**config.mk**
```make
export PLATFORM = sky130hd
export DESIGN_NAME = register_read_port
export DESIGN_NICKNAME = d
export VERILOG_FILES = /design/src/logic/wb_defs_pkg.sv /design/src/logic/register_read_port.sv
export SDC_FILE = /design/constraint.sdc
export NUM_CORES = 2
export LEC_CHECK = 0
export BUFFER_PORTS_ARGS = -buffer_cell sky130_fd_sc_hd__buf_2
export CAP_MARGIN = 10
export CORE_AREA = 8 8 412 414
export CTS_CLUSTER_SIZE = 25
export DETAILED_ROUTE_END_ITERATION = 6
export DIE_AREA = 0 0 420 422
export SYNTH_ARGS = -nofsm -noshare
export SYNTH_HDL_FRONTEND = slang
export SYNTH_SLANG_ARGS = --single-unit
```
**constraint.sdc**
```tcl
create_clock -name clk -period 3.1 [get_ports clk]
set_clock_uncertainty 0.15 [all_clocks]
set_input_delay 0.155 -clock clk [delete_from_list [all_inputs] [get_ports clk]]
set_output_delay 0.155 -clock clk [all_outputs]
set_load 0.01 [all_outputs]
```
**src/logic/wb_defs_pkg.sv**
```systemverilog
// Shared sizes and encodings for the vector writeback subsystem
package wb_defs_pkg;

	// Lane 0 holds the most significant 32 bits of a 512-bit value,
	// and the mask bit for lane n is bit (15 - n)
	localparam int NUM_LANES = 16;
	localparam int LANE_W = 32;
	localparam int LINE_W = 512;
	localparam int REG_IDX_W = 5;
	localparam int NUM_REGS = 32;
	localparam int LANE_SEL_W = 4;

	// Load width and kind, from instruction bits 28:25
	typedef enum logic [3:0] {
		LOAD_UBYTE = 4'd0,
		LOAD_SBYTE = 4'd1,
		LOAD_UHALF = 4'd2,
		LOAD_SHALF = 4'd3,
		LOAD_WORD = 4'd4,
		LOAD_CTRL = 4'd6,
		LOAD_BLOCK = 4'd7,
		LOAD_BLOCK_MASK = 4'd8,
		LOAD_BLOCK_INVMASK = 4'd9,
		LOAD_STRIDED = 4'd10,
		LOAD_STRIDED_MASK = 4'd11,
		LOAD_STRIDED_INVMASK = 4'd12,
		LOAD_GATHER = 4'd13,
		LOAD_GATHER_MASK = 4'd14,
		LOAD_GATHER_INVMASK = 4'd15
	} load_op_e;

	// What the writeback stage commits
	typedef enum logic [1:0] {
		CLASS_ARITH,
		CLASS_SCALAR_LOAD,
		CLASS_BLOCK_LOAD,
		CLASS_STRIDED_LOAD
	} instr_class_e;

endpackage

```
**src/logic/register_read_port.sv**
```systemverilog
// Register read port: scalar file plus a registered read of a scalar or vector register
`timescale 1ns/1ps

module register_read_port (
	input  logic                              clk,
	input  logic                              reset_i,
	input  logic                              swe_i,
	input  logic [wb_defs_pkg::REG_IDX_W-1:0] swaddr_i,
	input  logic [wb_defs_pkg::LANE_W-1:0]    swdata_i,
	input  logic                              read_en_i,
	input  logic [wb_defs_pkg::REG_IDX_W-1:0] read_reg_i,
	input  logic                              read_is_vector_i,
	input  logic [wb_defs_pkg::LINE_W-1:0]    lane_data_i,
	output logic [wb_defs_pkg::LINE_W-1:0]    read_value_o,
	output logic                              read_valid_o
);

	logic [wb_defs_pkg::LANE_W-1:0] scalar_regs [wb_defs_pkg::NUM_REGS];
	logic [wb_defs_pkg::LANE_W-1:0] scalar_word;

	always_ff @(posedge clk)
	begin
		if (swe_i)
			scalar_regs[swaddr_i] <= swdata_i;
	end

	assign scalar_word = scalar_regs[read_reg_i];

	always_ff @(posedge clk)
	begin
		if (reset_i)
			read_valid_o <= 1'b0;
		else
			read_valid_o <= read_en_i;
	end

	// Scalar reads show the same word in every lane
	always_ff @(posedge clk)
	begin
		if (read_en_i)
		begin
			if (read_is_vector_i)
				read_value_o <= lane_data_i;
			else
				read_value_o <= {wb_defs_pkg::NUM_LANES{scalar_word}};
		end
	end

	// Exactly one cycle of read latency, once out of reset
	assert property (@(posedge clk) disable iff (reset_i)
		!$past(reset_i) |-> read_valid_o == $past(read_en_i));

endmodule

```
# After elaboration in Yosys (flattened, before gate mapping)
# Memory sizes are Yosys's and may differ from the RTL's.
# Index checks and enable logic that the tools add are counted.
# Widths: inputs -> output; s select.
[op_classes] muxes=3
[ops] cell="$mux 512" n=1
[ops] cell="$mux 1" n=2
[totals] memories=1 register_bits=513 wordCells=6 out_inout_bits=513 ramBits=1024 input_bits=559
[memory_table] memory="scalar_regs" words=32 word_bits=32 rd=1 rd_clocked_by_memory_dff=0 write_ports=1 line_no="register_read_port.sv:18" rtl="logic [wb_defs_pkg::LANE_W-1:0] scalar_regs [wb_defs_pkg::NUM_REGS];"

# Longest topological paths before layout
[depth] ltp_word=2 ltp_mapped=11 mapped_depth_nobuf=5

# Worst setup path before layout
# Ideal clock, no wire load.
[synth_path] path_type="input port to flip-flop" from="input port swaddr_i[1] in the netlist's numbering" to="memory scalar_regs[12][0] in the netlist's numbering (enable)" path_buffers=1 stages=3 setup_time_ns=0.421 required_time_ns=2.529 t_arrival_ns=2.168 slack_ns=0.361 path_cell_list="or3b_2 clkbuf_1 nor2_1"
[synth_lines] item="start, declared" line_no="register_read_port.sv:8" rtl="input logic [wb_defs_pkg::REG_IDX_W-1:0] swaddr_i,"
[synth_lines] item="end, declared" line_no="register_read_port.sv:18"
# Straight into the memory's write port.

# Worst setup path in the final report
[layout_path] from="memory scalar_regs[11][9] in the netlist's numbering" to="register read_value_o[9] in the netlist's numbering (data pin)"
[layout_between] elab_chain_len=2
[layout_rtl] item="$mem_v2 32x32"
[layout_rtl] item="$mux 512" line_no="register_read_port.sv:42" rtl="if (read_is_vector_i)"
[layout_rtl] item="end signal, assigned" line_no="register_read_port.sv:43" rtl="read_value_o <= lane_data_i;"
[layout_rtl] item="end signal, assigned" line_no="register_read_port.sv:45" rtl="read_value_o <= {wb_defs_pkg::NUM_LANES{scalar_word}};"
[layout_rtl] item="end, declared" line_no="register_read_port.sv:14" rtl="output logic [wb_defs_pkg::LINE_W-1:0] read_value_o,"
# Every way passes these cells.
# A chain may end at the register's enable or synchronous reset.

==> run metrics <==
DRC Markers 0; hpwl dp 207.0 mm; most numerous cell in the Yosys netlist edfxtp_1; Synth Warn # 0; mapped cell area 60130 um^2; Starting Density 0.3678; maximum clock rate 0.3545 GHz; All-Layer GR Usage 0.3156; CTS Hold Bufs 732; CTS tree yes; vias per cell 5.496; syn_area_per_cell 17.68 um^2; IR Drop Worst-Case VDD 0.6073 mV; GP Congestion 1.001; area occupied by multi-input gates 12970 um^2; top_reg_cell synth edfxtp_1; cell taking the most area after synthesis edfxtp_1; number of enable flip-flop cells after synthesis 1536; max-slew violations 0; Power Density 613.0 nW/um^2; H-tree depth 4; clk sink count 1537; #FFs+latches synth 1537; post-synthesis sequential area ratio 0.7674; hold_sp lane_data_i[177]; num ports 1072; Area contributors post-synth edfxtp_1 77%, mux4_2 4.8%, nand2_1 4.5%; nets@finish 5925; CP Class reg -> reg; min cycle time layout 2.821 ns; initial antenna violation count 72; HP Class in -> reg; final setup vio count 0; Mapped Cells 3400; worst setup path startpoint scalar_regs[11][9]; TritonRoute pass-1 iters 6; synth cell count leaders 1536 x edfxtp_1, 727 x nand2_1, 216 x mux2i_1, 192 x a21o_1, 128 x mux4_2; status complete, no violations; fillcell total 13640; Max Cap Viol 0; CP endpoint kind flop; clk_lat worst skew 0.80 ns; Post-CTS Setup Bufs 0; drt wl/cell 37.58 um; clock slew at reported path FFs 0.06 ns; global route total overflow 0; Max transition margin 0.4509; deepest clock path buffer count 3; top cell type's share of synthesized area 0.7671; CTS buffer count 169; worst slew pin tran 0.8237 ns; startpoint types flop; reg2reg start scalar_regs[11][9]; fin crit share 0.9100; sequential cell area 46140 um^2; Post-CTS Resized 0; final hold vios 0; layout cells sized above 1 0.3300; setup TNS 0 ns; drt total wl 289.9 mm; post-synth cell types 34; Crit Path Max Fanout 16; Core Box Area 163500 um^2; Port Buffers 1071; FP Rows 149; Die Span X 420 um; Area growth syn-to-layout 37.31%; RSZ-0062 raised after global routing false; Vias 42393; Syn Nets 3959; Required @ worst endpoint 3.48 ns; Die Footprint 177200 um^2; Iter 0 DRT Violations 5781; ys async rst share 0; number of global-route vias before repair 40801; Routed Antenna Nets 0; die height 422 um; Root Buffer clkbuf_16; final instance area 82560 um^2; Critical Path AT 3.20 ns; largest net degree at the start of global routing 98; leakage 32.11 nW; first-pass GRT wire length 379.0 mm; post-place instance area 69690 um^2
-- worst max-delay path, cell delays in order (launching register included) --
cell	delay (ns)
edfxtp_1	0.35
mux4_2	0.49
nor2b_1	0.16
a211oi_2	0.27
a2111oi_4	0.08
buf_4	0.28
a21o_1	0.21
dlygate4sd3_1	0.55
-- placed cells by master (no fill, tap or decap), drive strengths merged, types with 55 or more instances in the layout --
cell / instances
nand2: 727
a21o: 192
clkinv: 66
mux4: 128
mux2: 92
dlygate4sd3: 732
mux2i: 216
clkbuf: 204
nor2: 55
a22oi: 56
edfxtp: 1536
buf: 1266
-- area by class of cell --
class	count	share of cell area
clock inverters	107	0.01328
repair buffers	1998	0.1835
clock buffers	204	0.05333
flip-flops and latches	1537	0.5589
diodes	19	0.0005759
multi-input cells	1658	0.1571
inverters	2	0.00009093
well taps	2189	0.03317
-- path summary, 6_finish.rpt --
path / slack (ns) / end / cells past startpoint
worst max register to register: 0.28 / read_value_o[9] / 7
worst max-delay path: 0.28 / read_value_o[9] / 7
worst min register to register: 0.86 / read_value_o[31] / 5
worst min-delay path: 0.04 / read_value_o[177] / 3
-- cells by family after synthesis --
logic type,count (synthesis),share of synthesized area
buffers and inverters,205,0.02270
flip-flops,1537,0.7674
AO/OA/AOI/OAI,408,0.05635
multiplexers,436,0.1011
AND/OR/NAND/NOR,814,0.05238
-- power breakdown --
group	switching (W)	leakage [nW]	internal, W
clock network	0.00874	2.67	0.0116
logic	0.00353	15.2	0.00225
registers	0.000673	14.3	0.0238
total	0.0129	32.1	0.0377
-- state kept, by name, indices dropped and copies added, names as in the netlist --
register	flops
read_valid_o	1
scalar_regs	1024
read_value_o	512
-- metrics by stage --
| step | cells | hold slack [ns] | total power, W | utilization | setup slack (ns) |
|---|---|---|---|---|---|
| 2_1_floorplan | 3400 | 0.07661 | 0.02631 | - | 0.3609 |
| 3_3_place_gp | 6652 | 0.2754 | 0.02970 | 0.4262 | 0.1704 |
| 3_5_place_dp | 6652 | 0.2828 | 0.02968 | 0.4262 | 0.1235 |
| 4_1_cts | 7695 | 0.0002621 | 0.05073 | 0.5047 | 0.3088 |
| 5_1_grt | 7705 | 0.02332 | 0.05175 | 0.5048 | 0.2239 |
| 6_report | 7714 | 0.04265 | 0.05061 | 0.5050 | 0.2791 |
-- metal layers --
metal	global-route usage	up-vias	wire (um)
li1	-	17079	-
met1	0.4678	22328	124700
met2	0.4590	2546	124700
met3	0.07143	412	28980
met4	0.1040	28	11300
met5	0	-	190
(Power assumes the default switching activity.)
